<file path="src/hdl/f2c_stream_fifo.sv">
`timescale 1ns/1ps

module f2c_stream_fifo #(
  parameter type payload_t = logic,
  parameter int  DEPTH     = 16
) (
  input  logic     clk,
  input  logic     rst,
  input  payload_t in_data,
  input  logic     in_valid,
  output logic     in_ready,
  output payload_t out_data,
  output logic     out_valid,
  input  logic     out_ready
);

  localparam int PTR_W = (DEPTH > 1) ? $clog2(DEPTH) : 1;
  localparam int CNT_W = $clog2(DEPTH + 1);

  payload_t   mem [DEPTH];
  logic [PTR_W-1:0] wr_ptr;
  logic [PTR_W-1:0] rd_ptr;
  logic [CNT_W-1:0] count;

  logic do_push;
  logic do_pop;

  assign in_ready  = (count != CNT_W'(DEPTH));
  assign out_valid = (count != '0);
  assign out_data  = mem[rd_ptr];

  assign do_push = in_valid && in_ready;
  assign do_pop  = out_valid && out_ready;

  // Storage itself is not reset
  always_ff @(posedge clk) begin
    if (do_push) begin
      mem[wr_ptr] <= in_data;
    end
  end

  always_ff @(posedge clk) begin
    if (rst) begin
      wr_ptr <= '0;
      rd_ptr <= '0;
      count  <= '0;
    end else begin
      if (do_push) begin
        wr_ptr <= (wr_ptr == PTR_W'(DEPTH - 1)) ? '0 : wr_ptr + 1'b1;
      end
      if (do_pop) begin
        rd_ptr <= (rd_ptr == PTR_W'(DEPTH - 1)) ? '0 : rd_ptr + 1'b1;
      end
      // Simultaneous push and pop leaves the count unchanged
      if (do_push && !do_pop) begin
        count <= count + 1'b1;
      end else if (do_pop && !do_push) begin
        count <= count - 1'b1;
      end
    end
  end

endmodule

</file>
<file path="config.mk">
export PLATFORM = sky130hd
export DESIGN_NAME = f2c_stream_fifo
export DESIGN_NICKNAME = d
export VERILOG_FILES = /design/src/hdl/f2c_stream_fifo.sv
export SDC_FILE = /design/constraint.sdc
export NUM_CORES = 1
export LEC_CHECK = 0
export ABC_CLOCK_PERIOD_IN_PS = 6700
export BUFFER_PORTS_ARGS = -buffer_cell sky130_fd_sc_hd__buf_2
export CORE_UTILIZATION = 30
export DETAILED_ROUTE_END_ITERATION = 8
export MAX_ROUTING_LAYER = met4
export PLACE_DENSITY = 0.42
export SLEW_MARGIN = 20
export SYNTH_ARGS = -nofsm -noshare
export SYNTH_HDL_FRONTEND = slang
export SYNTH_SLANG_ARGS = --single-unit
</file>
<file path="constraint.sdc">
create_clock -name clk -period 6.7 [get_ports clk]
set_clock_uncertainty 0.2 [all_clocks]
set_input_delay 0.67 -clock clk [delete_from_list [all_inputs] [get_ports clk]]
set_output_delay 0.67 -clock clk [all_outputs]
set_load 0.02 [all_outputs]
</file>
==> impl_metrics.csv <==
group,metric,value,unit
yosys,synth_most_common_cell,"nor2_1",
cts,clock_sinks,33,
layout,n_antenna_cell,0,
floorplanning,boundaryPins,8,
floorplanning,initial_core_util,32.1,%
drt,finalWirelength,2.93,mm
yosys,synthCells,133,
cts,clk_path_buf_depth,2,
global_routing,grt_antenna_before_repair,0,
power,p_clk_share,26.2,%
min_path,worst_hold_path_type,"reg -> reg",
critical_path,path_class,"reg -> reg",
layout,drive_gt1_share,19.4,%
yosys,synth_nets,148,
drt,first_pass_iters,4,
cts,root_buffer,"clkbuf_8",
critical_path,critPathMaxFanout,6,
sta,min_period_over_period,46.4,%
power,switching_share,33.2,%
drt,vias,998,
power,leakage,0.636,nW
yosys,ys.flop_type,"dfxtp_1",
power,seqPwrFrac,42.3,%
placed_design,place.gp.congestion,0.699,
cts,clock_latency,0.28,ns
floorplanning,die_w,74.1,um
yosys,synth_area,1560,sq um
sta,timing.final.crit_period,3.11,ns
floorplanning,core_area,4850,sq um
yosys,async_flop_share,0,%
outcome,status,"completed",
global_routing,grt_max_degree,17,
critical_path,r2r-end,"count[4]",
floorplanning,die_area,5480,sq um
yosys,avgSynthCellArea,11.7,sq um
yosys,netlist_top_cells_area,"edfxtp_1, dfxtp_1, ha_1",
global_routing,grt_pass1_wl,5.02,mm
cts,ctsResizeCount,0,
yosys,synth_edf_count,16,
drt,drtIter0Drc,44,
layout,areaGrowthSynthToFinish,13.2,%
cts,path_clk_slew,0.07,ns
layout,stdcell_area,1760,sq um
critical_path,crit_arrival,3.08,ns
yosys,ys_warn_count,0,
global_routing,grt_use_total,13.1,%
sta,report.final.slew_viol_count,0,
drt,drt-wirelength-per-cell,13.9,um
global_routing,grt_pass1_vias,1032,
layout,nNetsFinal,158,
yosys,synth_commonest_cells,"nor2_1, dfxtp_1, edfxtp_1, ha_1, nand2_1",
critical_path,reg2reg_from,"count[0]",
power,power_density,356,nW/um^2
critical_path,crit_path_start_kind,"flop",
cts,numCtsBuffers,5,
yosys,synth_top_area_cell,"edfxtp_1",
placed_design,port_buffers,7,
cts,cts-hold-fix-buffers,0,
critical_path,r2r_setup_slack,3.59,ns
floorplanning,die_h,74.1,um
sta,slew_headroom,76.2,%
sta,grt_setup_unrepaired,"no",
sta,finalHoldViolCount,0,
yosys,synth.distinct_cells,34,
drt,vias_per_cell,4.73,
run,maxCapViolations,0,
power,pwr-share-comb,31.4,%
placed_design,dpl_cell_area,1660,sq um
yosys,yosys.area.top_type_share,30.8,%
sta,max_freq,322,MHz
placed_design,hpwl,2.08,mm
min_path,hold_start,"rd_ptr[3]",
sta,worst_slew_pin_slew,0.354,ns
cts,cts_tree,"yes",
power,vdd.ir_drop.worst,0.000117,V
yosys,ys_seq_elements,33,
critical_path,crit_required,6.67,ns
cts,htreeDepth,2,
power,p_int,0.000419,W
global_routing,grt_overflow,0,
cts,cts_setup_buffers,0,
min_path,hold_depth,2,
drt,drc,0,
sta,setup_viol,0,
floorplanning,rows,25,
sta,fin_tns_setup,0,ns
yosys,ys_seq_area_share,52.7,%
critical_path,reg2regPathDepth,10,
power,p_switching,0.000208,W
critical_path,endpoint_kind,"flop",
drt,detail-route-antenna-nets,0,
-- how the worst max path moves through the flow --
stage                        start       end  slack (ns)  cells after the start
final                     count[0]  count[4]        3.59                     10
after global routing      count[0]  count[4]        3.44                     10
after CTS                 count[0]  count[4]        3.61                     10
after detailed placement  count[0]  count[4]        3.64                     10
after global placement    count[0]  count[4]        3.67                     10
after floorplan           count[0]  count[4]        3.83                     10
-- placed cells by master (no fill, tap or decap), types with 2 or more instances in the layout --
master     n
a21oi_1    7
a311o_1    2
a31oi_1    2
buf_2      7
clkbuf_8   7
dfxtp_1   17
edfxtp_1  16
ha_1       9
inv_1      6
mux2i_1    4
mux4_2     5
nand2_1    9
nor2_1    24
nor3_1     4
nor4_1     2
xnor2_1    2
xor2_1     2
-- power groups by stage --
stage          logic, W  registers (W)  clock network, W
5_1_grt        0.000223       0.000272          0.000178
3_3_place_gp   0.000197       0.000269                 0
2_1_floorplan  0.000159       0.000262                 0
3_5_place_dp   0.000198       0.000271                 0
6_report       0.000197       0.000266          0.000165
4_1_cts        0.000199       0.000267          0.000169
-- area by class of cell --
class | count | area (sq um)
sequential | 33 | 821
clock inverter | 1 | 5.00
clock buffer | 7 | 96.3
tap | 67 | 83.8
multi-input combinational | 89 | 696
timing repair buffer | 7 | 35.0
inverter | 7 | 26.3
fill | 501 | 3090
-- through the flow --
step                      instances  hold slack (ns)  worst slack (ns)  total power (W)  utilization (%)
after floorplan                 133            0.272              3.83         0.000421                -
after global placement          203            0.302              3.67         0.000466             34.3
after detailed placement        203            0.303              3.64         0.000470             34.3
after CTS                       211            0.313              3.61         0.000635             36.4
after global routing            211            0.360              3.44         0.000672             36.4
final                           211            0.314              3.59         0.000628             36.4
-- cells by family after synthesis --
| group | count (synthesis) | share of synthesized area (%) |
|---|---|---|
| xor+xnor | 4 | 2.25 |
| buf+inv | 11 | 2.65 |
| compound gates | 20 | 10.3 |
| mux | 10 | 10.5 |
| simple gates | 45 | 13.1 |
| fa+ha+maj | 10 | 8.51 |
| flops | 33 | 52.7 |
-- worst max-delay path, cell delays in order, from the launching register on --
cell      delay [ns]
dfxtp_1         0.37
or4_4           0.62
o21ai_2         0.20
inv_2           0.11
ha_1            0.22
inv_1           0.15
ha_1            0.29
a21oi_1         0.20
a211oi_1        0.09
a31oi_1         0.19
mux2_2          0.35
-- layer usage --
| metal | wire length (um) | track usage [%] | share of wire (%) | vias up |
|---|---|---|---|---|
| met5 | 0 | - | 0 | - |
| met4 | 55 | 5.13 | 1.9 | 0 |
| met3 | 88 | 4.20 | 3.0 | 6 |
| met2 | 1370 | 20.0 | 47 | 10 |
| met1 | 1420 | 16.0 | 48 | 476 |
| li1 | - | - | - | 506 |
Power figures use the tool's default switching activity.
