**config.mk**
```make
export PLATFORM = sky130hd
export DESIGN_NAME = f2c_dma_execute
export DESIGN_NICKNAME = d
export VERILOG_FILES = /design/src/hdl/f2c_pkg.sv /design/src/hdl/f2c_dma_execute.sv
export VERILOG_INCLUDE_DIRS = /design/src /design/src/hdl
export SDC_FILE = /design/constraint.sdc
export NUM_CORES = 1
export LEC_CHECK = 0
export BUFFER_PORTS_ARGS = -buffer_cell sky130_fd_sc_hd__buf_2
export CORE_AREA = 10 10 719 721
export CTS_CLUSTER_SIZE = 25
export DETAILED_ROUTE_END_ITERATION = 10
export DIE_AREA = 0 0 729 731
export GPL_ROUTABILITY_DRIVEN = 0
export PLACE_DENSITY = 0.3
export SLEW_MARGIN = 20
export SYNTH_ARGS = -nofsm -noshare
export SYNTH_HDL_FRONTEND = slang
export SYNTH_SLANG_ARGS = --single-unit
```
**constraint.sdc**
```tcl
create_clock -name clk -period 9.9 [get_ports clk]
set_input_delay 1.485 -clock clk [delete_from_list [all_inputs] [get_ports clk]]
set_output_delay 1.485 -clock clk [all_outputs]
set_load 0.02 [all_outputs]
```
**src/hdl/f2c_settings.svh**
```systemverilog
`ifndef F2C_SETTINGS_SVH
`define F2C_SETTINGS_SVH

// Bus and flit data width in bits
`define F2C_DATA_W 512

// Index width of a CPU ring buffer
`define F2C_RB_AW 12

// Queue id width
`define F2C_QID_W 8

// Largest write burst in flits
`define F2C_MAX_BURST 8

// Bytes per flit, which is also the size of one ring slot
`define F2C_FLIT_BYTES 64

// Depth of the packet and metadata input FIFOs
`define F2C_FIFO_DEPTH 16

`endif

```
**src/hdl/f2c_pkg.sv**
```systemverilog
`include "f2c_settings.svh"

package f2c_pkg;

  // One packet beat
  typedef struct packed {
    logic [`F2C_DATA_W-1:0] data;
    logic                   sop;
    logic                   eop;
  } flit_t;

  // CPU ring location, base address plus tail slot index
  typedef struct packed {
    logic [63:0] kmem_addr;
    logic [31:0] tail;
  } queue_state_t;

  // Per-packet metadata, size counts flits
  typedef struct packed {
    logic [15:0]           size;
    logic [`F2C_QID_W-1:0] pkt_queue_id;
    queue_state_t          pkt_q_state;
    queue_state_t          dsc_q_state;
    logic                  needs_dsc;
    logic                  drop_data;
    logic                  drop_meta;
  } pkt_meta_t;

  // Next burst as planned from the current tail and remaining size
  typedef struct packed {
    logic [3:0]  len;
    logic [63:0] addr;
    logic        wen;
  } burst_plan_t;

  // Avalon-style write master request
  typedef struct packed {
    logic [63:0]            address;
    logic [`F2C_DATA_W-1:0] writedata;
    logic [3:0]             burstcount;
    logic                   write;
  } bus_req_t;

  // Receive descriptor, one full bus beat
  typedef struct packed {
    logic                    signal;
    logic [31:0]             tail;
    logic [31:0]             queue_id;
    logic [`F2C_DATA_W-66:0] pad;
  } rx_dsc_t;

  // DMA counters, also used as per-cycle increments
  typedef struct packed {
    logic [31:0] flit_cnt;
    logic [31:0] flit_drop_cnt;
    logic [31:0] dsc_cnt;
    logic [31:0] dsc_drop_cnt;
  } dma_cnt_t;

endpackage

```
**src/hdl/f2c_dma_execute.sv**
```systemverilog
`timescale 1ns/1ps
`include "f2c_settings.svh"

module f2c_dma_execute (
  input  logic                  clk,
  input  logic                  rst,
  input  f2c_pkg::flit_t        flit,
  input  logic                  flit_valid,
  output logic                  flit_ready,
  input  f2c_pkg::pkt_meta_t    meta,
  input  logic                  meta_valid,
  output logic                  meta_ready,
  input  logic                  stall,
  input  f2c_pkg::burst_plan_t  plan,
  input  logic [63:0]           dsc_addr,
  input  logic                  dsc_wen,
  input  logic [`F2C_RB_AW-1:0] next_tail,
  output f2c_pkg::pkt_meta_t    cur_meta,
  output logic [`F2C_RB_AW-1:0] cur_tail,
  output logic [15:0]           cur_size,
  output f2c_pkg::bus_req_t     issue,
  output f2c_pkg::dma_cnt_t     evt
);

  import f2c_pkg::*;

  typedef enum logic [1:0] {
    IDLE,
    START_BURST,
    IN_BURST,
    SEND_DSC
  } state_t;

  state_t state;

  pkt_meta_t             meta_r;
  logic [`F2C_RB_AW-1:0] tail_r;
  logic [15:0]           size_r;
  logic [3:0]            burst_left;

  logic       take_flit;
  logic       send_dsc;
  logic [3:0] burst_left_nx;
  logic [15:0] size_nx;
  rx_dsc_t    dsc_beat;

  // Before the first flit the plan is made from the FIFO head metadata
  assign cur_meta = (state == IDLE) ? meta : meta_r;
  assign cur_tail = (state == IDLE) ? meta.pkt_q_state.tail[`F2C_RB_AW-1:0] : tail_r;
  assign cur_size = (state == IDLE) ? meta.size : size_r;

  assign size_nx       = cur_size - 16'd1;
  assign burst_left_nx = (state == IN_BURST) ? burst_left - 4'd1 : plan.len - 4'd1;

  always_comb begin
    take_flit = 1'b0;
    send_dsc  = 1'b0;
    case (state)
      IDLE:        take_flit = flit_valid && meta_valid && !stall;
      START_BURST: take_flit = flit_valid && !stall;
      IN_BURST:    take_flit = flit_valid && !stall;
      SEND_DSC:    send_dsc  = !stall;
      default:     take_flit = 1'b0;
    endcase
  end

  // Metadata leaves its FIFO together with the first flit
  assign flit_ready = take_flit;
  assign meta_ready = take_flit && (state == IDLE);

  // Tail in the descriptor is the packet ring tail after the last flit
  always_comb begin
    dsc_beat          = '0;
    dsc_beat.signal   = 1'b1;
    dsc_beat.tail     = 32'(tail_r);
    dsc_beat.queue_id = 32'(meta_r.pkt_queue_id);
  end

  always_comb begin
    issue = '0;
    evt   = '0;
    if (take_flit) begin
      issue.address   = plan.addr;
      issue.writedata = flit.data;
      // Only the first beat of a burst carries its length
      issue.burstcount = (state == IN_BURST) ? 4'd0 : plan.len;
      issue.write      = plan.wen;
      evt.flit_cnt      = 32'(plan.wen);
      evt.flit_drop_cnt = 32'(!plan.wen);
    end else if (send_dsc) begin
      issue.address    = dsc_addr;
      issue.writedata  = dsc_beat;
      issue.burstcount = 4'd1;
      issue.write      = dsc_wen;
      evt.dsc_cnt      = 32'(dsc_wen);
      evt.dsc_drop_cnt = 32'(!dsc_wen);
    end
  end

  always_ff @(posedge clk) begin
    if (take_flit && (state == IDLE)) begin
      meta_r <= meta;
    end
  end

  always_ff @(posedge clk) begin
    if (rst) begin
      state      <= IDLE;
      tail_r     <= '0;
      size_r     <= '0;
      burst_left <= '0;
    end else if (take_flit) begin
      tail_r     <= next_tail;
      size_r     <= size_nx;
      burst_left <= burst_left_nx;
      if (burst_left_nx != 4'd0) begin
        state <= IN_BURST;
      end else if (size_nx != 16'd0) begin
        state <= START_BURST;
      end else if (cur_meta.needs_dsc) begin
        state <= SEND_DSC;
      end else begin
        state <= IDLE;
      end
    end else if (send_dsc) begin
      state <= IDLE;
    end
  end

endmodule

```
==> results.toml <==
[timing]
clock.fmax_mhz = 167.7
slew_viol_final = 0
slew_headroom = 0.3220
fin_ws_ns = 3.937
min_period_ns = 5.963
rsz0062_at_grt = "false"
worst_slew_pin_slew_ns = 1.017
setup_violations = 0
fin_skew_ns = 0.03351
finalCritPeriodShare = 0.6023
timing.setup.tns_ns = 0
hold_viol_final = 0

[status]
outcome = "completed"

[floorplanning]
core_mm2 = 0.5032
rows = 261
initial_core_util = 0.03271
dieHeight_um = 731
dieArea_mm2 = 0.5329
io_pins = 1842
die_w_um = 729

[global_route]
grt_max_degree = 187
grt_pass1_vias = 20040
grt_pass1_wl_mm = 402.7
antenna_found_initial = 488
grt_remaining_overflow = 0
grt_usage = 0.1284

[finish]
syn_to_final_growth_pct = 108.6
drive_gt1_frac = 0.6089
fin_nets = 4148
layout_commonest_cell = "buf_2"
mostFrequentLayoutCells = "buf_2, and2_1, edfxtp_1, mux2_2, conb_1"

[route]
postRouteAntennaNets = 0
drt_pre_antenna_iters = 7
wl_mm = 360.3
num_vias = 21320
drc = 0
via_per_inst = 2.106
wl_per_cell_um = 35.60
drt_iter0_drc = 1036

[critical_path]
r2r_cells = 9
critPathCapture = "issue[574]"
arrival_ns = 4.48
cp-startpoint = "meta_valid"
reg2reg_slack_ns = 5.73
path_max_fanout = 187
critPathCaptureType = "output pin"
rr_endpoint = "meta_r[193]"
crit-reg2reg-launch = "state[1]"
critPathRequiredTime_ns = 8.42
crit_path_start_kind = "primary input"
worstSetupPathType = "in -> out"

[yosys]
synth_top_family_by_area = "simple AND/OR/NAND/NOR gates"
yosysUniqueCellTypes = 50
syn_area_mm2 = 0.01646
synth-main-ff-cell = "edfxtp_1"
synth_warnings = 0
netlist_top_cells_area = "edfxtp_1, and2_1, mux2_2"
synth.top_cell.area_share = 0.3995
synth_compound_area_frac = 0.08103
synth.mux.area_fraction = 0.1410
yosysTopAreaCell = "edfxtp_1"
ys_seq_area_frac = 0.4409
synthAdderAreaFrac = 0.006081
synth-xor-area-share = 0.006385
syn_avg_cell_area_um2 = 10.30
async_flop_share = 0
synth_cells = 1598
synth_edf_count = 219
synth-seq-cells = 253
synth_simple_gate_area_frac = 0.2265

[cts]
cts.sinks = 253
cts_root_buf = "clkbuf_16"
clockBufferDepth = 3
cts_resized = 0
ctsHoldBuffers = 0
cts_setup_buffers = 0
cts_tree = "built"
h-tree-depth = 2
clkTransAtPathRegs_ns = 0.06
cts_made_buffers = 40
clk_latency_ns = 0.66

[job]
cap_violations = 0

[place]
dpl_worst_slack_ns = 3.897
port_buffers = 1715
dp_hpwl_mm = 337.7

[pwr]
power_leakage_uw = 0.01431
powerDensity_mw_per_mm2 = 115.7
ir_drop_v = 0.0001006

[hold_path]
min_path_type = "reg -> reg"
hold_start = "size_r[13]"
[per-layer routing]
layer | wire (um) | track usage
met4 | 13860 | 0.03443
met3 | 74430 | 0.1214
met5 | 1464 | 0
met1 | 121400 | 0.1268
met2 | 149100 | 0.1931
[worst min-delay path by stage]
stage	endpoint	cells past startpoint
2_1_floorplan	size_r[13]	2
3_3_place_gp	size_r[13]	2
3_5_place_dp	size_r[13]	2
4_1_cts	size_r[13]	2
5_1_grt	burst_left[0]	2
6_report	size_r[13]	2
[layout make-up]
class / count / area (um^2)
Timing Repair Buffer: 1736 / 8776
Antenna cell: 128 / 320.3
Sequential cell: 253 / 7257
Fill cell: 59590 / 468900
Inverter: 56 / 217.7
Tap cell: 6706 / 8391
Clock inverter: 24 / 240.2
Multi-Input combinational cell: 1169 / 8077
Clock buffer: 48 / 1052
[worst max-delay path, stage by stage]
cell and delay [ns]:
buf_2 0.08, nor2_1 0.03, or3b_1 0.37, or2_2 0.35, inv_8 0.42, buf_12 0.42
a22o_1 0.27, buf_2 0.53
[sequential cells by signal, indices dropped and copies added, names as in the netlist]
name        count
dsc_beat        8
tail_r         12
size_r         16
state           2
meta_r        211
burst_left      4
[stage by stage]
stage | utilization | instance area (um^2) | std cells | hold WS [ns] | total power [uW]
after floorplan | - | 16920 | 1721 | 0.4294 | 1802
after detailed placement | 0.06500 | 32710 | 9919 | 0.4433 | 2513
after CTS | 0.06757 | 34010 | 9991 | 0.4530 | 4119
final | 0.06822 | 34330 | 10120 | 0.4485 | 3973
after global placement | 0.06500 | 32710 | 9919 | 0.4441 | 2516
after global routing | 0.06782 | 34130 | 10040 | 0.4798 | 4182
[kinds of logic (layout without fill, tap and decap cells)]
kind of cell / after synthesis / count (layout)
AO/OA/AOI/OAI: 189 / 189
adder cells (fa/ha/maj): 8 / 8
other: 1 / 252
AND/OR/NAND/NOR: 629 / 629
buffers and inverters: 299 / 1864
XOR/XNOR: 12 / 12
multiplexers: 207 / 207
flip-flops: 253 / 253
[power breakdown]
group | total, uW | switching [uW] | internal (uW)
combinational | 1220 | 856 | 368
sequential | 1220 | 17.2 | 1210
clock | 1530 | 663 | 863
total | 3970 | 1540 | 2440
[synth_stat cells (all sizes together), types with 2 or more instances]
| library cell | count |
|---|---|
| nand4 | 2 |
| a21o | 2 |
| and3 | 4 |
| nor3b | 4 |
| or3 | 3 |
| mux2i | 8 |
| or4b | 2 |
| o21a | 4 |
| buf | 145 |
| a21oi | 29 |
| and2 | 495 |
| inv | 56 |
| dfxtp | 34 |
| a221oi | 2 |
| nand2b | 2 |
| a22oi | 2 |
| edfxtp | 219 |
| or4 | 2 |
| a211oi | 7 |
| nor2 | 13 |
| xnor2 | 10 |
| nor2b | 4 |
| a22o | 84 |
| o211ai | 2 |
| or3b | 4 |
| nor3 | 7 |
| mux2 | 199 |
| ha | 8 |
| o21ai | 51 |
| clkbuf | 98 |
| nand3 | 5 |
| xor2 | 2 |
| or2 | 2 |
| nand2 | 76 |
No activity file was read; power rests on OpenSTA's default activity.
