--- src/hdl/f2c_settings.svh ---
`ifndef F2C_SETTINGS_SVH
`define F2C_SETTINGS_SVH

// Bus and flit data width in bits
`define F2C_DATA_W 512

// Index width of a CPU ring buffer
`define F2C_RB_AW 12

// Queue id width
`define F2C_QID_W 8

// Largest write burst in flits
`define F2C_MAX_BURST 8

// Bytes per flit, which is also the size of one ring slot
`define F2C_FLIT_BYTES 64

// Depth of the packet and metadata input FIFOs
`define F2C_FIFO_DEPTH 16

`endif

--- src/hdl/f2c_pkg.sv ---
`include "f2c_settings.svh"

package f2c_pkg;

  // One packet beat
  typedef struct packed {
    logic [`F2C_DATA_W-1:0] data;
    logic                   sop;
    logic                   eop;
  } flit_t;

  // CPU ring location, base address plus tail slot index
  typedef struct packed {
    logic [63:0] kmem_addr;
    logic [31:0] tail;
  } queue_state_t;

  // Per-packet metadata, size counts flits
  typedef struct packed {
    logic [15:0]           size;
    logic [`F2C_QID_W-1:0] pkt_queue_id;
    queue_state_t          pkt_q_state;
    queue_state_t          dsc_q_state;
    logic                  needs_dsc;
    logic                  drop_data;
    logic                  drop_meta;
  } pkt_meta_t;

  // Next burst as planned from the current tail and remaining size
  typedef struct packed {
    logic [3:0]  len;
    logic [63:0] addr;
    logic        wen;
  } burst_plan_t;

  // Avalon-style write master request
  typedef struct packed {
    logic [63:0]            address;
    logic [`F2C_DATA_W-1:0] writedata;
    logic [3:0]             burstcount;
    logic                   write;
  } bus_req_t;

  // Receive descriptor, one full bus beat
  typedef struct packed {
    logic                    signal;
    logic [31:0]             tail;
    logic [31:0]             queue_id;
    logic [`F2C_DATA_W-66:0] pad;
  } rx_dsc_t;

  // DMA counters, also used as per-cycle increments
  typedef struct packed {
    logic [31:0] flit_cnt;
    logic [31:0] flit_drop_cnt;
    logic [31:0] dsc_cnt;
    logic [31:0] dsc_drop_cnt;
  } dma_cnt_t;

endpackage

--- src/hdl/f2c_burst_decode.sv ---
`timescale 1ns/1ps
`include "f2c_settings.svh"

module f2c_burst_decode (
  input  logic                    clk,
  input  logic                    rst,
  input  logic [`F2C_RB_AW:0]     pkt_rb_size,
  input  logic [`F2C_RB_AW:0]     dsc_rb_size,
  input  f2c_pkg::pkt_meta_t      meta,
  input  logic [`F2C_RB_AW-1:0]   cur_tail,
  input  logic [15:0]             cur_size,
  output f2c_pkg::burst_plan_t    plan,
  output logic [63:0]             dsc_addr,
  output logic                    dsc_wen,
  output logic [`F2C_RB_AW-1:0]   next_tail
);

  import f2c_pkg::*;

  logic [`F2C_RB_AW:0]   pkt_size_r;
  logic [`F2C_RB_AW-1:0] pkt_mask_r;
  logic [`F2C_RB_AW-1:0] dsc_mask_r;

  logic [`F2C_RB_AW:0]   slots_left;
  logic [15:0]           len;
  logic                  addr_ok;
  logic [`F2C_RB_AW-1:0] dsc_tail;

  // Ring sizes are powers of two, so size minus one is the wrap mask
  always_ff @(posedge clk) begin
    if (rst) begin
      pkt_size_r <= '0;
      pkt_mask_r <= '0;
      dsc_mask_r <= '0;
    end else begin
      pkt_size_r <= pkt_rb_size;
      pkt_mask_r <= pkt_rb_size[`F2C_RB_AW-1:0] - 1'b1;
      dsc_mask_r <= dsc_rb_size[`F2C_RB_AW-1:0] - 1'b1;
    end
  end

  // Writes are skipped entirely when either ring is not set up
  assign addr_ok = (meta.pkt_q_state.kmem_addr != '0) &&
                   (meta.dsc_q_state.kmem_addr != '0);

  // Slots left before the end of the packet ring
  assign slots_left = pkt_size_r - {1'b0, cur_tail};

  always_comb begin
    len = cur_size;
    if (len > 16'(`F2C_MAX_BURST)) begin
      len = 16'(`F2C_MAX_BURST);
    end
    // A burst never runs past the ring end
    if (len > 16'(slots_left)) begin
      len = 16'(slots_left);
    end
  end

  assign plan.len  = len[3:0];
  assign plan.addr = meta.pkt_q_state.kmem_addr +
                     64'(cur_tail) * 64'(`F2C_FLIT_BYTES);
  assign plan.wen  = addr_ok && !meta.drop_data;

  assign next_tail = (cur_tail + 1'b1) & pkt_mask_r;

  assign dsc_tail = meta.dsc_q_state.tail[`F2C_RB_AW-1:0] & dsc_mask_r;
  assign dsc_addr = meta.dsc_q_state.kmem_addr +
                    64'(dsc_tail) * 64'(`F2C_FLIT_BYTES);
  assign dsc_wen  = addr_ok && meta.needs_dsc && !meta.drop_meta;

endmodule

--- config.mk ---
export PLATFORM = sky130hd
export DESIGN_NAME = f2c_burst_decode
export DESIGN_NICKNAME = d
export VERILOG_FILES = /design/src/hdl/f2c_pkg.sv /design/src/hdl/f2c_burst_decode.sv
export VERILOG_INCLUDE_DIRS = /design/src /design/src/hdl
export SDC_FILE = /design/constraint.sdc
export NUM_CORES = 1
export LEC_CHECK = 0
export BUFFER_PORTS_ARGS = -buffer_cell sky130_fd_sc_hd__buf_2
export CORE_AREA = 2 2 162 164
export CTS_CLUSTER_DIAMETER = 120
export CTS_CLUSTER_SIZE = 28
export DETAILED_ROUTE_END_ITERATION = 10
export DIE_AREA = 0 0 164 166
export HOLD_SLACK_MARGIN = 0.02
export SYNTH_ARGS = -nofsm -noshare
export SYNTH_HDL_FRONTEND = slang
export SYNTH_SLANG_ARGS = --single-unit
--- constraint.sdc ---
create_clock -name clk -period 9.78 [get_ports clk]
set_input_delay 0.489 -clock clk [delete_from_list [all_inputs] [get_ports clk]]
set_output_delay 0.489 -clock clk [all_outputs]
set_load 0.05 [all_outputs]
==> impl_metrics.py, run 1 <==
metrics = {
    "timing": {
        "slew_violations": 0,
        "setup_viol": 0,
        "hold_violations": 0,
        "slew_headroom_pct": 35.5,
        "finalCritPeriodShare_pct": 48.7,
        "worst_slew_pin_slew_ns": 0.967,
        "rsz0062_at_grt": "no",
        "fmax_mhz": 210,
        "fin_setup_tns_ns": 0,
        "period_needed_ns": 4.76,
    },
    "clocking": {
        "clk_pin_slew_ns": 0.06,
        "clock_sinks": 37,
        "htree_levels": 2,
        "clock_path_buffers": 2,
        "postCtsSetupBuffers": 0,
        "numCtsBuffers": 5,
        "cts_resized": 0,
        "cts_hold_buffers": 0,
        "cts_root_buf": "clkbuf_16",
        "tritoncts": "built",
    },
    "setup_path": {
        "crit_required_ns": 9.29,
        "end_kind": "output pin",
        "critPathArrivalTime_ns": 4.27,
        "crit_path_start_kind": "input port",
        "crit_fanout": 5,
        "crit_type": "input port to output pin",
    },
    "logic_synthesis": {
        "async_reset_ff_share_pct": 0,
        "ys_types": 64,
        "post-synth-top-count-cell": "xnor2_1",
        "synth-seq-cells": 37,
        "syn_area_per_cell_sq_um": 7.30,
        "synth_edf_count": 0,
        "netlist_top_cells_count": "85 x xnor2_1, 70 x nor2_1, 60 x nand2_1",
        "synthCells": 826,
        "ys.flop_type": "dfxtp_1",
        "synth_top_area_share_pct": 12.3,
        "ys_warn_count": 0,
        "syn_area_sq_mm": 0.00603,
        "yosysSeqAreaShare_pct": 12.3,
        "synth_top_area_cell": "xnor2_1",
        "synth_area_leaders": "xnor2_1 12%, dfxtp_1 12%, ha_1 11%, xor2_1 7.6%, nand4_1 5.1%",
    },
    "floorplanning": {
        "core_sq_mm": 0.0256,
        "io_pins": 421,
        "initial_utilization_pct": 23.5,
        "fp.dieW_microns": 164,
        "rows": 59,
        "die_h_microns": 166,
        "die-area_sq_mm": 0.0272,
    },
    "global_route": {
        "overflow": 0,
        "antenna_found_initial": 1,
        "grt_pass1_vias": 6976,
        "grt_max_degree": 38,
        "grt_pass1_wl_microns": 36600,
        "grt.total_usage_pct": 16.7,
    },
    "finish": {
        "syn_to_final_growth_pct": 35.9,
        "finalNetCount": 1485,
        "drive_above_1_share_pct": 32.4,
        "finish.instance_area_sq_mm": 0.00819,
        "nFillCells": 2818,
    },
    "route": {
        "wl_microns": 24300,
        "drt_iter0_drc": 401,
        "routedWlPerCell_microns": 16.3,
        "ant_nets": 0,
        "dr.pass1.iters": 5,
        "drc": 0,
        "vias": 7478,
        "vias_per_cell": 5.01,
    },
    "placement": {
        "port_buffers": 343,
        "hpwl_microns": 21300,
        "placed_area_sq_mm": 0.00805,
        "gp_congestion": 0.955,
    },
    "pwr": {
        "power.density_mw_per_mm2": 98.4,
        "p_leak_nw": 3.74,
        "ir_drop_mv": 0.101,
        "total_power_uw": 806,
    },
    "hold_path": {
        "hold_path_class": "input port to flop",
    },
    "flow_run": {
        "maxCapViolations": 0,
    },
    "run_status": {
        "status": "complete, no violations",
    },
}
[cells by family (layout without fill, tap and decap cells)]
| group | count (synthesis) | after routing | share of synthesized area, % |
|---|---|---|---|
| compound gates | 121 | 121 | 13.1 |
| xor+xnor | 137 | 137 | 19.9 |
| fa+ha+maj | 55 | 55 | 11.8 |
| buf+inv | 70 | 392 | 5.19 |
| flops | 37 | 37 | 12.3 |
| mux | 4 | 4 | 0.664 |
| other cells | 1 | 10 | 0.0622 |
| simple gates | 401 | 401 | 37.0 |
[critical path: stages]
cell and delay, ns:
buf_2 0.16, inv_1 0.10, ha_1 0.29, nor2b_1 0.14
o31a_1 0.26, or4_1 0.41, a31oi_1 0.39, o31ai_1 0.14
xnor2_1 0.15, ha_1 0.29, nand4_1 0.11, or2_2 0.13
a21oi_1 0.04, o31ai_1 0.66, mux2i_1 0.25, buf_2 0.28
[area by class of cell]
class	instances	area, sq um	area share [%]
multi-input combinational	727	5010	61.1
timing repair buffer	346	1740	21.2
sequential	37	741	9.04
tap	335	419	5.12
inverter	38	143	1.74
clock buffer	5	125	1.53
clock inverter	3	17.5	0.214
antenna	1	2.50	0.0305
[stage by stage]
stage               utilization (%)  worst slack (ns)  instances  hold WS, ns
floorplan                         -              4.90        834        0.561
global placement               31.4              5.01       1483        0.700
detailed placement             31.4              4.99       1483        0.707
CTS                            32.0              4.98       1491        0.409
global route                   32.0              4.66       1491        0.423
finish                         32.0              5.02       1492        0.413
[power by group]
group	total, mW	leakage (nW)	switching [mW]	internal (mW)
clock	0.155	0.0696	0.0614	0.0933
combinational	0.489	3.37	0.343	0.146
sequential	0.163	0.308	0.00280	0.160
total	0.806	3.74	0.407	0.399
[cell usage in the layout (no fill, tap or decap), types with 5 or more instances in the layout]
cell type,n
a21o_1,16
a21oi_1,37
and2_1,18
and3_1,14
and4_1,6
buf_2,343
clkbuf_16,5
conb_1,9
dfxtp_1,37
ha_1,52
inv_1,37
nand2_1,60
nand2b_1,13
nand3_1,40
nand4_1,49
nor2_1,70
nor2b_1,18
nor3_1,26
nor4_1,46
o211ai_1,6
o21ai_0,22
o31ai_1,6
or3_1,11
or4_1,5
xnor2_1,85
xor2_1,52
[flip-flops by register name, summed over array words and instances (netlist names)]
name        cells
pkt_size_r     13
pkt_mask_r     12
dsc_mask_r     12
[metal layers]
| layer | GRT usage (%) | share of wire, % |
|---|---|---|
| met2 | 29.3 | 47 |
| met4 | 4.58 | 2.6 |
| met5 | 0 | 0 |
| met3 | 1.95 | 7.9 |
| met1 | 21.4 | 42 |
[path summary, 6_finish.rpt]
kind	start	endpoint	depth (start not counted)
worst min-delay path	pkt_rb_size[0]	pkt_mask_r[0]	2
worst max-delay path	cur_tail[1]	plan[66]	16
Note: power is estimated with default switching activity, not from simulation.
==> run 2: changes to the inputs <==
- ABC_AREA: not set -> 1
- CORE_AREA: 2 2 162 164 -> 2 2 164 166
- DIE_AREA: 0 0 164 166 -> 0 0 166 168
- clock period: 9.78 -> 4.9 ns (I/O delays scaled with it)
==> impl_metrics.py, run 2 <==
metrics = {
    "timing": {
        "slew_headroom_pct": 60.5,
        "fin_setup_tns_ns": 0,
        "hold_violations": 0,
        "setup_viol": 0,
        "slew_violations": 0,
        "worst_slew_pin_slew_ns": 0.593,
        "finalCritPeriodShare_pct": 74.5,
        "period_needed_ns": 3.65,
        "rsz0062_at_grt": "no",
        "finalWorstSetupSlack_ns": 1.25,
        "hold_slack_ns": 0.141,
        "fmax_mhz": 274,
    },
    "setup_path": {
        "crit_path_start_kind": "flop",
        "worst_path_most_repeated_cell": "nand2_1",
        "crit_type": "flop to output pin",
        "crit_required_ns": 4.66,
        "worst-path-buf-inv": 2,
        "end_kind": "output pin",
        "crit_chain": "inv_1 -> ha_1 -> fa_1 -> o21ai_0 -> a21oi_1 -> xor2_1 -> ha_1 -> nand3_1 -> or3b_2 -> nand2_1 -> nand2_1 -> nand2_1 -> buf_2",
        "crit_fanout": 5,
        "worst_path_largest_cell_delay_ns": 0.56,
        "critPathArrivalTime_ns": 3.40,
        "slowest_stage": "or3b_2",
        "crit_family": "simple AND/OR/NAND/NOR gates",
    },
    "clocking": {
        "cts_hold_buffers": 0,
        "htree_levels": 2,
        "clock_sinks": 37,
        "clock_path_buffers": 2,
        "postCtsSetupBuffers": 0,
        "cts_root_buf": "clkbuf_16",
        "clk_pin_slew_ns": 0.05,
        "tritoncts": "built",
        "numCtsBuffers": 5,
        "cts_resized": 0,
    },
    "logic_synthesis": {
        "synth_top_area_share_pct": 23.5,
        "async_reset_ff_share_pct": 0,
        "netlist_top_cells_count": "513 x nand2_1, 254 x inv_1, 217 x nor2_1",
        "yosysSeqAreaShare_pct": 9.05,
        "synth_area_leaders": "nand2_1 24%, inv_1 12%, nor2_1 10%, nand3_1 9.5%, dfxtp_1 9.1%",
        "synth_top_area_cell": "nand2_1",
        "syn_area_sq_mm": 0.00818,
        "ys.flop_type": "dfxtp_1",
        "synthCells": 1580,
        "post-synth-top-count-cell": "nand2_1",
        "synth-seq-cells": 37,
        "ys_warn_count": 0,
        "ys_types": 41,
        "syn_area_per_cell_sq_um": 5.18,
        "synth_edf_count": 0,
    },
    "finish": {
        "regMostFlops": "pkt_size_r",
        "finalNetCount": 2248,
        "antenna_cells": 0,
        "layout_commonest_cell": "nand2_1",
        "nFillCells": 3057,
        "largest_reg_flops": 13,
        "drive_above_1_share_pct": 19.7,
        "final_cell_mix": "513 x nand2_1, 343 x buf_2, 254 x inv_1",
        "top_regs": "pkt_size_r (13), dsc_mask_r (12), pkt_mask_r (12)",
        "syn_to_final_growth_pct": 26.6,
    },
    "hold_path": {
        "hold_path_class": "input port to flop",
    },
    "placement": {
        "gp_congestion": 1.01,
        "hpwl_microns": 31500,
        "port_buffers": 343,
        "dp_slack_ns": 1.44,
    },
    "global_route": {
        "grt_pass1_wl_microns": 53500,
        "antenna_found_initial": 1,
        "overflow": 0,
        "grt_pass1_vias": 10243,
        "grt_max_degree": 36,
        "grt.total_usage_pct": 23.8,
    },
    "route": {
        "vias_per_cell": 4.91,
        "dr.pass1.iters": 6,
        "drc": 0,
        "ant_nets": 0,
        "vias": 11085,
        "drt_iter0_drc": 760,
        "wl_microns": 35400,
        "routedWlPerCell_microns": 15.7,
    },
    "floorplanning": {
        "rows": 60,
        "initial_utilization_pct": 31.1,
        "io_pins": 421,
        "fp.dieW_microns": 166,
        "die-area_sq_mm": 0.0279,
        "core_sq_mm": 0.0264,
        "die_h_microns": 168,
    },
    "run_status": {
        "status": "complete, no violations",
    },
    "flow_run": {
        "maxCapViolations": 0,
    },
    "pwr": {
        "p_leak_nw": 5.93,
        "power.density_mw_per_mm2": 166,
        "ir_drop_mv": 0.216,
    },
}
## run 2: final timing paths
check                       from             to  slack (ns)  depth (start not counted)
setup / recovery   pkt_size_r[0]       plan[67]        1.25                         13
hold / removal    dsc_rb_size[0]  dsc_mask_r[0]        0.14                          2
## run 2: cell families (layout without fill, tap and decap cells)
kind of cell	count (synthesis)	after routing	share of synthesized area, %
flip-flops	37	37	9.05
AND/OR/NAND/NOR	1044	1044	55.1
AO/OA/AOI/OAI	102	102	6.67
XOR/XNOR	66	66	7.06
buffers and inverters	275	605	13.4
other	1	9	0.0458
adder cells (fa/ha/maj)	55	55	8.68
## run 2: final cells by class
class | instances | area [sq um] | share of cell area [%]
flip-flops and latches | 37 | 741 | 7.15
well taps | 341 | 427 | 4.12
multi-input cells | 1276 | 6380 | 61.6
inverters | 255 | 957 | 9.24
repair buffers | 343 | 1720 | 16.6
clock buffers | 7 | 143 | 1.38
## run 2: metal layers
metal	GRT usage (%)	vias to the layer above	part of all wire, %
li1	-	5677	-
met1	31.5	4925	45
met2	40.8	422	46
met3	3.53	59	6.7
met4	6.01	2	2.4
met5	0	-	0.037
## run 2: where the power goes
part | switching [mW] | internal, mW | leakage (nW) | total, mW
Sequential | 0.00614 | 0.319 | 0.308 | 0.325
Clock | 0.108 | 0.199 | 0.0700 | 0.307
Combinational | 0.801 | 0.285 | 5.56 | 1.09
Total | 0.914 | 0.803 | 5.93 | 1.72
## run 2: stage by stage
| stage | util [%] | instance area (sq um) | power (mW) | std cells |
|---|---|---|---|---|
| detailed placement | 38.8 | 10200 | 1.41 | 2252 |
| global route | 39.3 | 10400 | 1.82 | 2259 |
| CTS | 39.3 | 10400 | 1.72 | 2259 |
| floorplan | - | 8210 | 1.06 | 1588 |
| global placement | 38.8 | 10200 | 1.41 | 2252 |
| finish | 39.3 | 10400 | 1.72 | 2259 |
