$ cat config.mk
export PLATFORM = sky130hd
export DESIGN_NAME = f2c_write_result
export DESIGN_NICKNAME = d
export VERILOG_FILES = /design/src/hdl/f2c_pkg.sv /design/src/hdl/f2c_write_result.sv
export VERILOG_INCLUDE_DIRS = /design/src /design/src/hdl
export SDC_FILE = /design/constraint.sdc
export NUM_CORES = 1
export LEC_CHECK = 0
export BUFFER_PORTS_ARGS = -buffer_cell sky130_fd_sc_hd__buf_2
export CAP_MARGIN = 20
export CORE_AREA = 2 2 548 550
export DETAILED_ROUTE_END_ITERATION = 8
export DIE_AREA = 0 0 550 552
export PLACE_DENSITY_LB_ADDON = 0.05
export SYNTH_ARGS = -nofsm -noshare
export SYNTH_HDL_FRONTEND = slang
export SYNTH_SLANG_ARGS = --single-unit
$ cat constraint.sdc
create_clock -name clk -period 83.6 [get_ports clk]
set_clock_uncertainty 0.05 [all_clocks]
set_input_delay 12.54 -clock clk [delete_from_list [all_inputs] [get_ports clk]]
set_output_delay 12.54 -clock clk [all_outputs]
set_load 0.01 [all_outputs]
$ cat src/hdl/f2c_settings.svh
`ifndef F2C_SETTINGS_SVH
`define F2C_SETTINGS_SVH

// Bus and flit data width in bits
`define F2C_DATA_W 512

// Index width of a CPU ring buffer
`define F2C_RB_AW 12

// Queue id width
`define F2C_QID_W 8

// Largest write burst in flits
`define F2C_MAX_BURST 8

// Bytes per flit, which is also the size of one ring slot
`define F2C_FLIT_BYTES 64

// Depth of the packet and metadata input FIFOs
`define F2C_FIFO_DEPTH 16

`endif

$ cat src/hdl/f2c_pkg.sv
`include "f2c_settings.svh"

package f2c_pkg;

  // One packet beat
  typedef struct packed {
    logic [`F2C_DATA_W-1:0] data;
    logic                   sop;
    logic                   eop;
  } flit_t;

  // CPU ring location, base address plus tail slot index
  typedef struct packed {
    logic [63:0] kmem_addr;
    logic [31:0] tail;
  } queue_state_t;

  // Per-packet metadata, size counts flits
  typedef struct packed {
    logic [15:0]           size;
    logic [`F2C_QID_W-1:0] pkt_queue_id;
    queue_state_t          pkt_q_state;
    queue_state_t          dsc_q_state;
    logic                  needs_dsc;
    logic                  drop_data;
    logic                  drop_meta;
  } pkt_meta_t;

  // Next burst as planned from the current tail and remaining size
  typedef struct packed {
    logic [3:0]  len;
    logic [63:0] addr;
    logic        wen;
  } burst_plan_t;

  // Avalon-style write master request
  typedef struct packed {
    logic [63:0]            address;
    logic [`F2C_DATA_W-1:0] writedata;
    logic [3:0]             burstcount;
    logic                   write;
  } bus_req_t;

  // Receive descriptor, one full bus beat
  typedef struct packed {
    logic                    signal;
    logic [31:0]             tail;
    logic [31:0]             queue_id;
    logic [`F2C_DATA_W-66:0] pad;
  } rx_dsc_t;

  // DMA counters, also used as per-cycle increments
  typedef struct packed {
    logic [31:0] flit_cnt;
    logic [31:0] flit_drop_cnt;
    logic [31:0] dsc_cnt;
    logic [31:0] dsc_drop_cnt;
  } dma_cnt_t;

endpackage

$ cat src/hdl/f2c_write_result.sv
`timescale 1ns/1ps

module f2c_write_result (
  input  logic              clk,
  input  logic              rst,
  input  logic              waitrequest,
  input  f2c_pkg::bus_req_t issue,
  input  f2c_pkg::dma_cnt_t evt,
  output logic              stall,
  output f2c_pkg::bus_req_t bus_req,
  output f2c_pkg::dma_cnt_t cnt
);

  import f2c_pkg::*;

  // A pending write must stay on the bus until waitrequest drops
  assign stall = bus_req.write && waitrequest;

  always_ff @(posedge clk) begin
    if (rst) begin
      bus_req.write <= 1'b0;
    end else if (!stall) begin
      bus_req <= issue;
    end
  end

  // Each event field is the increment for the matching counter
  always_ff @(posedge clk) begin
    if (rst) begin
      cnt <= '0;
    end else begin
      cnt.flit_cnt      <= cnt.flit_cnt + evt.flit_cnt;
      cnt.flit_drop_cnt <= cnt.flit_drop_cnt + evt.flit_drop_cnt;
      cnt.dsc_cnt       <= cnt.dsc_cnt + evt.dsc_cnt;
      cnt.dsc_drop_cnt  <= cnt.dsc_drop_cnt + evt.dsc_drop_cnt;
    end
  end

endmodule

==> results of run 1 <==
-- cell families after synthesis --
| family | count (synthesis) | synth area share, % |
|---|---|---|
| flip-flops | 709 | 73.8 |
| AO/OA/AOI/OAI | 371 | 9.23 |
| AND/OR/NAND/NOR | 371 | 6.41 |
| adder cells (fa/ha/maj) | 128 | 6.02 |
| XOR/XNOR | 96 | 3.10 |
| buffers and inverters | 65 | 0.910 |
| multiplexers | 12 | 0.499 |
-- final cells by class --
cell class,instances,area [um^2],area share (%)
repair buffers,1433,7220,17.0
diodes,21,52.6,0.124
flip-flops and latches,709,20000,47.1
clock inverters,33,165,0.389
clock buffers,162,3130,7.36
multi-input cells,978,6850,16.1
well taps,3958,4950,11.7
inverters,31,116,0.274
-- per-stage QoR --
| step | hold slack (ns) | util (%) |
|---|---|---|
| floorplan | 0.565 | - |
| detailed placement | 0.528 | 13.1 |
| global placement | 0.512 | 13.1 |
| finish | 0.536 | 14.2 |
| global route | 0.579 | 14.2 |
| CTS | 0.540 | 14.2 |
-- sequential cells by signal, indices dropped and copies added, names as in the netlist --
| signal | count |
|---|---|
| bus_req | 581 |
| cnt | 128 |
-- cell usage in the layout (no fill, tap or decap), types with 6 or more instances in the layout --
master,synthesis,final
and2_1,7,7
o21ai_0,50,50
ha_1,124,124
xnor2_1,61,61
buf_2,2,1420
nand4_1,13,13
o211ai_1,9,9
o21bai_1,21,21
dfxtp_1,129,129
nand2_1,64,64
nand3_1,31,31
a21oi_1,102,102
xor2_1,35,35
clkinv_1,0,19
or3_1,8,8
nor2_1,151,150
nor2b_1,28,28
clkbuf_16,0,116
and3_1,7,7
o21ai_1,17,17
clkinv_2,0,9
buf_4,0,12
a31oi_1,19,19
a21o_1,65,65
o31ai_1,6,6
o21a_1,15,15
nand2b_1,9,9
a41oi_1,6,6
mux2_1,11,11
inv_1,31,31
clkbuf_1,24,41
diode_2,0,21
a211oi_1,13,13
nor3_1,31,31
edfxtp_1,580,580
-- per-layer routing --
layer  vias up  track usage [%]  wire length, um
li1       9757                -                -
met1     10300             12.3            68200
met2      1392             25.0           108000
met3       742             7.39            25300
met4       112             2.22             5850
met5         -                0              724
-- path summary, 6_finish.rpt --
check	from	endpoint	slack, ns	cells past startpoint
max reg2reg	bus_req[0]	bus_req[481]	78.74	6
min reg2reg	cnt[96]	cnt[96]	0.54	2
max	waitrequest	stall	58.01	3
min	cnt[96]	cnt[96]	0.54	2
-- power by group through the flow --
stage          Combinational [W]  Clock, W  Sequential [W]
6_report                0.000388  0.000447        0.000451
5_1_grt                 0.000437  0.000482        0.000457
4_1_cts                 0.000401  0.000475        0.000453
3_5_place_dp            0.000398         0        0.000459
3_3_place_gp            0.000404         0        0.000459
2_1_floorplan           0.000204         0        0.000491
-- worst max-delay path, delay by kind of cell --
kind | cells | cell delay (ns)
buf+inv | 2 | 0.25
simple gates | 1 | 0.22
==> impl_metrics.toml, run 1 <==
[power]
peakVddDrop_uv = 15.4
combinationalPowerShare_pct = 30.2
total_power_w = 0.00129
internal_power_w = 0.000832
p_clk_share_pct = 34.8
p_sw_w = 0.000455
power.leakage_nw = 17.4
seqPwrFrac_pct = 35.1
p_per_area_nw_per_um2 = 30.3
netSwitchingFraction_pct = 35.4

[clock_network]
cts_setup_buffers = 0
clock_latency_ns = 0.80
cts_max_level = 3
hold_buffers = 0
clk_path_buf_depth = 4
cts_num_sinks = 709
cts_buffers = 112
cts_tree = "done"
ctsResizeCount = 0
clockRootBuffer = "clkbuf_16"
clk_pin_slew_worst_paths_ns = 0.05

[placed_design]
placed_cell_area_um2 = 39100
gp_congestion = 0.782
place_inst = 7109
numPortBuffers = 1421
dp_hpwl_um = 178000
post-place-ws_ns = 58.00

[floorplanning]
ios = 1422
die_w_um = 550
initial_core_util_pct = 9.08
core_um2 = 298000
dieArea_um2 = 304000
rows = 201
dieHeight_um = 552

[yosys]
yosysTopAreaCellShare_pct = 64.3
synth_area_per_cell_um2 = 15.5
yosys_most_used_dff = "edfxtp_1"
synth_cell_types = 72
synth_async_sr_flop_share_pct = 0
syn_area_um2 = 27100
syn-num-nets = 2592
ys_seq_elements = 709
synth.area.top_cells = "edfxtp_1 (64%), dfxtp_1 (9.5%), ha_1 (5.7%)"
yosys-top-cells-count = "edfxtp_1 (580), nor2_1 (151), dfxtp_1 (129), ha_1 (124), a21oi_1 (102)"
synth_warnings = 0
yosysTopAreaCell = "edfxtp_1"
synthCells = 1752
yosysMostFrequentCell = "edfxtp_1"
synth_edf_count = 580
yosysSeqAreaShare_pct = 73.8

[critical_path]
cp-end-kind = "output port"
cp_max_fo = 3
start_kind = "input pin"
crit_top_cell = "buf_2"
arrival_ns = 13.00
worstSetupPathType = "input pin to output port"
critical_path_required_ns = 71.01
cp_slowest_cell = "and2_1"
timing.critical_path.cells = "buf_2 > and2_1 > buf_2"
cp_slowest_stage_delay_ns = 0.22

[grt]
grt_pass1_wl_um = 259000
first_global_vias = 22800
antenna_found_initial = 341
grt_max_degree = 150
overflow = 0
grt_usage_pct = 13.2

[route]
via_count = 22300
ant_nets = 0
drtIter0Drc = 1191
drc = 0
wl_um = 209000
routedWlPerCell_um = 28.5
via_per_inst = 3.04
first_pass_iters = 5

[run]
maxCapViolCount = 0

[layout]
fin_cells = 7325
area.growth.synth_to_final_pct = 56.8
final_area_um2 = 42500
drive_gt1_share_pct = 47.5
fillCellCount = 33900
final_nets = 4105

[outcome]
status = "finished clean"

[sta]
slew_headroom_pct = 31.6
rsz0062_at_grt = "false"
fin_crit_ns = 25.59
hold_viol = 0
slew_violations = 0
fin_crit_sh_pct = 30.6
fin_tns_setup_ns = 0
tightest_slew_ns = 1.03
fmax_ghz = 0.0391
fin_ws_ns = 58.01
setup_violations = 0

[worst_hold_path]
min_path_type = "flip-flop to flip-flop"
(Power assumes the default switching activity.)
==> run 2: changes to the inputs <==
- clock period: 83.6 -> 22 ns (I/O delays scaled with it)
==> run 2 against run 1 <==
Against the previous run:
- power grew to 3.9 times the previous value
- via count rose by 0.36%
- combinational power rose to 3.8 times the previous value
- sequential power rose to 3.8 times the previous value
- non-clock buffer count is 2 lower
- critical path type unchanged
==> impl_metrics.toml, run 2 (synthesis results as in run 1) <==
[critical_path]
worstSetupPathType = "input pin to output port"
cp-end-kind = "output port"
critical_path_required_ns = 18.65
arrival_ns = 3.79
cp_slowest_stage_delay_ns = 0.24
timing.critical_path.cells = "buf_2 > and2_1 > buf_2"
start_kind = "input pin"
crit_top_cell = "buf_2"
cp_max_fo = 3
cp_slowest_cell = "and2_1"

[placed_design]
dp_hpwl_um = 180000
numPortBuffers = 1421
gp_congestion = 0.781

[clock_network]
clk_path_buf_depth = 4
cts_setup_buffers = 0
cts_max_level = 3
hold_buffers = 0
clk_pin_slew_worst_paths_ns = 0.06
clock_latency_ns = 0.85
cts_num_sinks = 709
clockRootBuffer = "clkbuf_16"
ctsResizeCount = 0
cts_buffers = 114
cts_tree = "done"

[layout]
area.growth.synth_to_final_pct = 58.0
drive_gt1_share_pct = 47.8
finish.utilization_pct = 14.4
largest-register = "bus_req"
final_common_cell = "buf_2"
final_cell_mix = "buf_2 (1,420), edfxtp_1 (580), nor2_1 (150)"
largest_register_ffs = 581
final_nets = 4105
largestRegisters = "bus_req (581), cnt (128)"

[sta]
slew_violations = 0
tightest_slew_ns = 1.12
fin_crit_sh_pct = 32.5
fmax_ghz = 0.140
setup_violations = 0
hold_viol = 0
fin_crit_ns = 7.14
fin_tns_setup_ns = 0
rsz0062_at_grt = "false"
slew_headroom_pct = 25.6

[route]
first_pass_iters = 5
drc = 0
ant_nets = 0
via_per_inst = 3.04
routedWlPerCell_um = 28.7
drtIter0Drc = 1227
via_count = 22400
wl_um = 211000

[grt]
grt_usage_pct = 13.3
grt_pass1_wl_um = 261000
overflow = 0
top_usage_layer = "met2"
first_global_vias = 22800
use_met1_pct = 12.9
antenna_found_initial = 343
grtUsageMet2_pct = 24.2
grt_use_met3_pct = 7.26
grt_max_degree = 141

[power]
total_power_w = 0.00502
p_per_area_nw_per_um2 = 117
peakVddDrop_uv = 67.0
power.leakage_nw = 17.5

[floorplanning]
rows = 201
core_um2 = 298000
ios = 1422
dieArea_um2 = 304000
die_w_um = 550
initial_core_util_pct = 9.08
dieHeight_um = 552

[run]
maxCapViolCount = 0

[outcome]
status = "finished clean"

[worst_hold_path]
min_path_type = "flip-flop to flip-flop"
==> run 2: critical path, delay by kind of cell <==
kind	cells	cell delay (ns)
buffers and inverters	2	0.25
AND/OR/NAND/NOR	1	0.24
==> run 2: final timing paths <==
path | start | endpoint | slack (ns) | cells after the start
min | cnt[96] | cnt[96] | 0.53 | 2
max reg2reg | bus_req[0] | bus_req[224] | 17.19 | 7
max | waitrequest | stall | 14.86 | 3
min reg2reg | cnt[96] | cnt[96] | 0.53 | 2
==> run 2: layer usage <==
layer  wire length [um]  vias to the layer above
li1                   -                     9797
met1              71000                    10300
met3              24700                      738
met4               7210                      118
met2             107000                     1426
met5                747                        -
==> run 2: cell type report <==
class | instances | area [um^2]
timing repair buffer | 1431 | 7210
fill | 33900 | 255000
inverter | 31 | 116
clock inverter | 56 | 532
antenna | 39 | 97.6
multi-input combinational | 978 | 6850
tap | 3958 | 4950
clock buffer | 147 | 3050
sequential | 709 | 20000
==> run 2: power breakdown <==
group          leakage, nW  internal, W  switching [W]
Clock                 1.74      0.00108       0.000749
Sequential            6.69      0.00163      0.0000849
Combinational         9.10     0.000554       0.000919
Total                 17.5      0.00327        0.00175
==> run 2: per-stage QoR <==
| step | setup slack, ns | hold slack, ns | cells | area [um^2] |
|---|---|---|---|---|
| after floorplan | 2.39 | 0.565 | 1752 | 27100 |
| final | 14.86 | 0.531 | 7349 | 42800 |
| after CTS | 14.59 | 0.536 | 7310 | 42700 |
| after detailed placement | 13.65 | 0.522 | 7107 | 39100 |
| after global routing | 14.41 | 0.564 | 7328 | 42800 |
| after global placement | 13.55 | 0.517 | 7107 | 39100 |
==> run 3: changes to the inputs <==
- ABC_AREA: default -> 1
- CORE_AREA: 2 2 548 550 -> 2 2 561 563
- DIE_AREA: 0 0 550 552 -> 0 0 563 565
- clock period: 22 -> 7.2 ns (I/O delays scaled with it)
==> run 3 against run 2 <==
Against the previous run:
- clock power rose to 3.0 times the previous value
- via count increased by 22%
- utilization rose by 0.52 points
- global-route usage rose by 2.3 points
- first-iteration DRC count up 30%
- critical path depth shrank 2
- worst hold slack lost 0.18 ns
- highest routed layer unchanged
==> impl_metrics.toml, run 3 <==
[outcome]
status = "finished clean"

[critical_path]
reg2reg_depth = 5
critPathBufInv = 1
cp_max_fo = 7
cp-end-kind = "output port"
cp_slowest_stage_delay_ns = 0.75
r2r-end = "bus_req[91]"
critical_path_required_ns = 6.07
worstSetupPathType = "flip-flop to output port"
regToRegSetupSlack_ns = 4.50
cpLargestDelayFamily = "flip-flops"
timing.critical_path.cells = "buf_2"
timing.rr.start = "bus_req[0]"
start_kind = "flip-flop"
arrival_ns = 1.88
cp_slowest_cell = "edfxtp_1"

[clock_network]
cts_buffers = 112
cts_num_sinks = 709
clk_path_buf_depth = 4
cts_max_level = 3
clockRootBuffer = "clkbuf_16"
cts_tree = "done"
ctsResizeCount = 0
clk_pin_slew_worst_paths_ns = 0.06
clock_latency_ns = 0.81
hold_buffers = 0
cts_setup_buffers = 0

[yosys]
synth-simple-area-share_pct = 18.2
synth_async_sr_flop_share_pct = 0
yosysSeqAreaShare_pct = 66.2
muxShareOfSynthArea_pct = 0
synthCells = 2858
synth_xor_area_share_pct = 0.232
yosys_most_used_dff = "edfxtp_1"
syn_area_um2 = 30200
yosys-top-cells-count = "nand2_1 (845), edfxtp_1 (580), inv_1 (428), nor2_1 (231), a21oi_1 (163)"
synth_warnings = 0
synth_edf_count = 580
syn-num-nets = 3698
synth_compound_area_share_pct = 4.26
synth_cell_types = 32
yosysMostFrequentCell = "nand2_1"
yosysTopAreaCellShare_pct = 57.6
ys_seq_elements = 709
synthAdderAreaFrac_pct = 5.40
synth_area_per_cell_um2 = 10.6
synth.area.top_cells = "edfxtp_1 (58%), nand2_1 (10%), dfxtp_1 (8.5%)"
synth_top_family_by_area = "simple AND/OR/NAND/NOR gates"
yosysTopAreaCell = "edfxtp_1"

[worst_hold_path]
min_from = "issue[34]"
hold_end = "bus_req[34]"
min_path_type = "input pin to flip-flop"
worstHoldPathCells = 1

[route]
via_per_inst = 3.15
drc = 0
via_count = 27400
m1WireLength_um = 93600
route.met2.wl_um = 137000
dr.max_layer_used = "met5"
wl_um = 259000
met3_length_um = 20400
drtIter0Drc = 1595
ant_nets = 0
routedWlPerCell_um = 29.8
first_pass_iters = 5

[power]
p_clk_share_pct = 35.0
seqPwrFrac_pct = 33.9
peakVddDrop_uv = 186
internal_power_w = 0.00961
combinationalPowerShare_pct = 31.2
p_per_area_nw_per_um2 = 337
netSwitchingFraction_pct = 38.3
power.leakage_nw = 21.1
p_sw_w = 0.00598
total_power_w = 0.0156

[grt]
grt_usage_pct = 15.6
first_global_vias = 27600
overflow = 0
antenna_found_initial = 281
grt_pass1_wl_um = 317000
grt_max_degree = 116

[floorplanning]
rows = 205
core_um2 = 311000
dieArea_um2 = 318000
ios = 1422
initial_core_util_pct = 9.70
dieHeight_um = 565
die_w_um = 563

[sta]
fin_ws_ns = 4.19
fin_crit_ns = 3.01
rsz0062_at_grt = "false"
slew_headroom_pct = 38.4
tightest_slew_ns = 0.924
fmax_ghz = 0.332
slew_violations = 0
fin_crit_sh_pct = 41.9
hold_viol = 0
setup_violations = 0

[layout]
drive_gt1_share_pct = 37.5
fillCellCount = 35700
largest-register = "bus_req"
final_common_cell = "buf_2"
area.growth.synth_to_final_pct = 53.2
largestRegisters = "bus_req (581), cnt (128)"
final_nets = 5230
final_cell_mix = "buf_2 (1,421), nand2_1 (845), edfxtp_1 (580)"
largest_register_ffs = 581

[placed_design]
gp_congestion = 0.829
post-place-ws_ns = 3.45
numPortBuffers = 1421
dp_hpwl_um = 229000

[run]
maxCapViolCount = 0
==> run 3: cell count changes after synthesis, sizes merged, moves of 14 or more <==
cell,previous run,this run
a21oi,104,167
nand2,64,884
a21o,66,4
inv,31,441
nor2,151,240
a31oi,20,0
nand3,31,121
nor2b,28,0
xnor2,61,8
and2,7,21
o21ai,67,47
a211oi,14,0
clkbuf,24,4
xor2,35,0
==> run 3: logic make-up (layout without fill, tap and decap cells) <==
group,count (synthesis),count (layout)
DFF,709,709
xor gates and xnor gates,8,8
AOI/OAI and AO/OA,241,241
other,0,84
adders and majority gates,128,128
buffers and inverters,455,2077
and+or+nand+nor,1317,1317
==> run 3: worst max-delay path by stage <==
stage	from	to	cells past startpoint
5_1_grt	bus_req[431]	bus_req[431]	1
6_report	bus_req[431]	bus_req[431]	1
3_3_place_gp	waitrequest	bus_req[409]	6
2_1_floorplan	rst	bus_req[100]	3
4_1_cts	bus_req[431]	bus_req[431]	1
3_5_place_dp	waitrequest	bus_req[409]	6
==> run 3: metrics by stage <==
| stage | instance area (um^2) | util (%) | hold slack [ns] | TNS (ns) | std cells |
|---|---|---|---|---|---|
| finish | 46300 | 14.9 | 0.355 | 0 | 8704 |
| global route | 46200 | 14.8 | 0.269 | 0 | 8672 |
| CTS | 46100 | 14.8 | 0.242 | 0 | 8620 |
| detailed placement | 42600 | 13.7 | 0.519 | 0 | 8416 |
| global placement | 42600 | 13.7 | 0.514 | 0 | 8416 |
| floorplan | 30200 | - | 0.560 | -1825.56 | 2858 |
==> run 3: power by group through the flow <==
| stage | Clock [W] | Sequential (W) | Combinational, W |
|---|---|---|---|
| 2_1_floorplan | 0 | 0.00551 | 0.00245 |
| 3_3_place_gp | 0 | 0.00539 | 0.00509 |
| 3_5_place_dp | 0 | 0.00538 | 0.00504 |
| 4_1_cts | 0.00575 | 0.00531 | 0.00506 |
| 5_1_grt | 0.00585 | 0.00534 | 0.00550 |
| 6_report | 0.00545 | 0.00528 | 0.00486 |
==> run 3: cell type report <==
cell class	instances	area, um^2	area share (%)
Tap cell	4140	5180	11.2
Antenna cell	84	210	0.454
Timing Repair Buffer	1432	7240	15.6
Inverter	441	1660	3.58
Clock buffer	145	3010	6.49
Sequential cell	709	20000	43.2
Multi-Input combinational cell	1694	8500	18.4
Clock inverter	59	508	1.10
==> run 3: layer usage <==
metal | global-route usage (%) | vias up
met2 | 29.7 | 1362
met4 | 3.92 | 38
met1 | 16.4 | 12800
met5 | 0 | -
li1 | - | 12600
met3 | 5.12 | 618
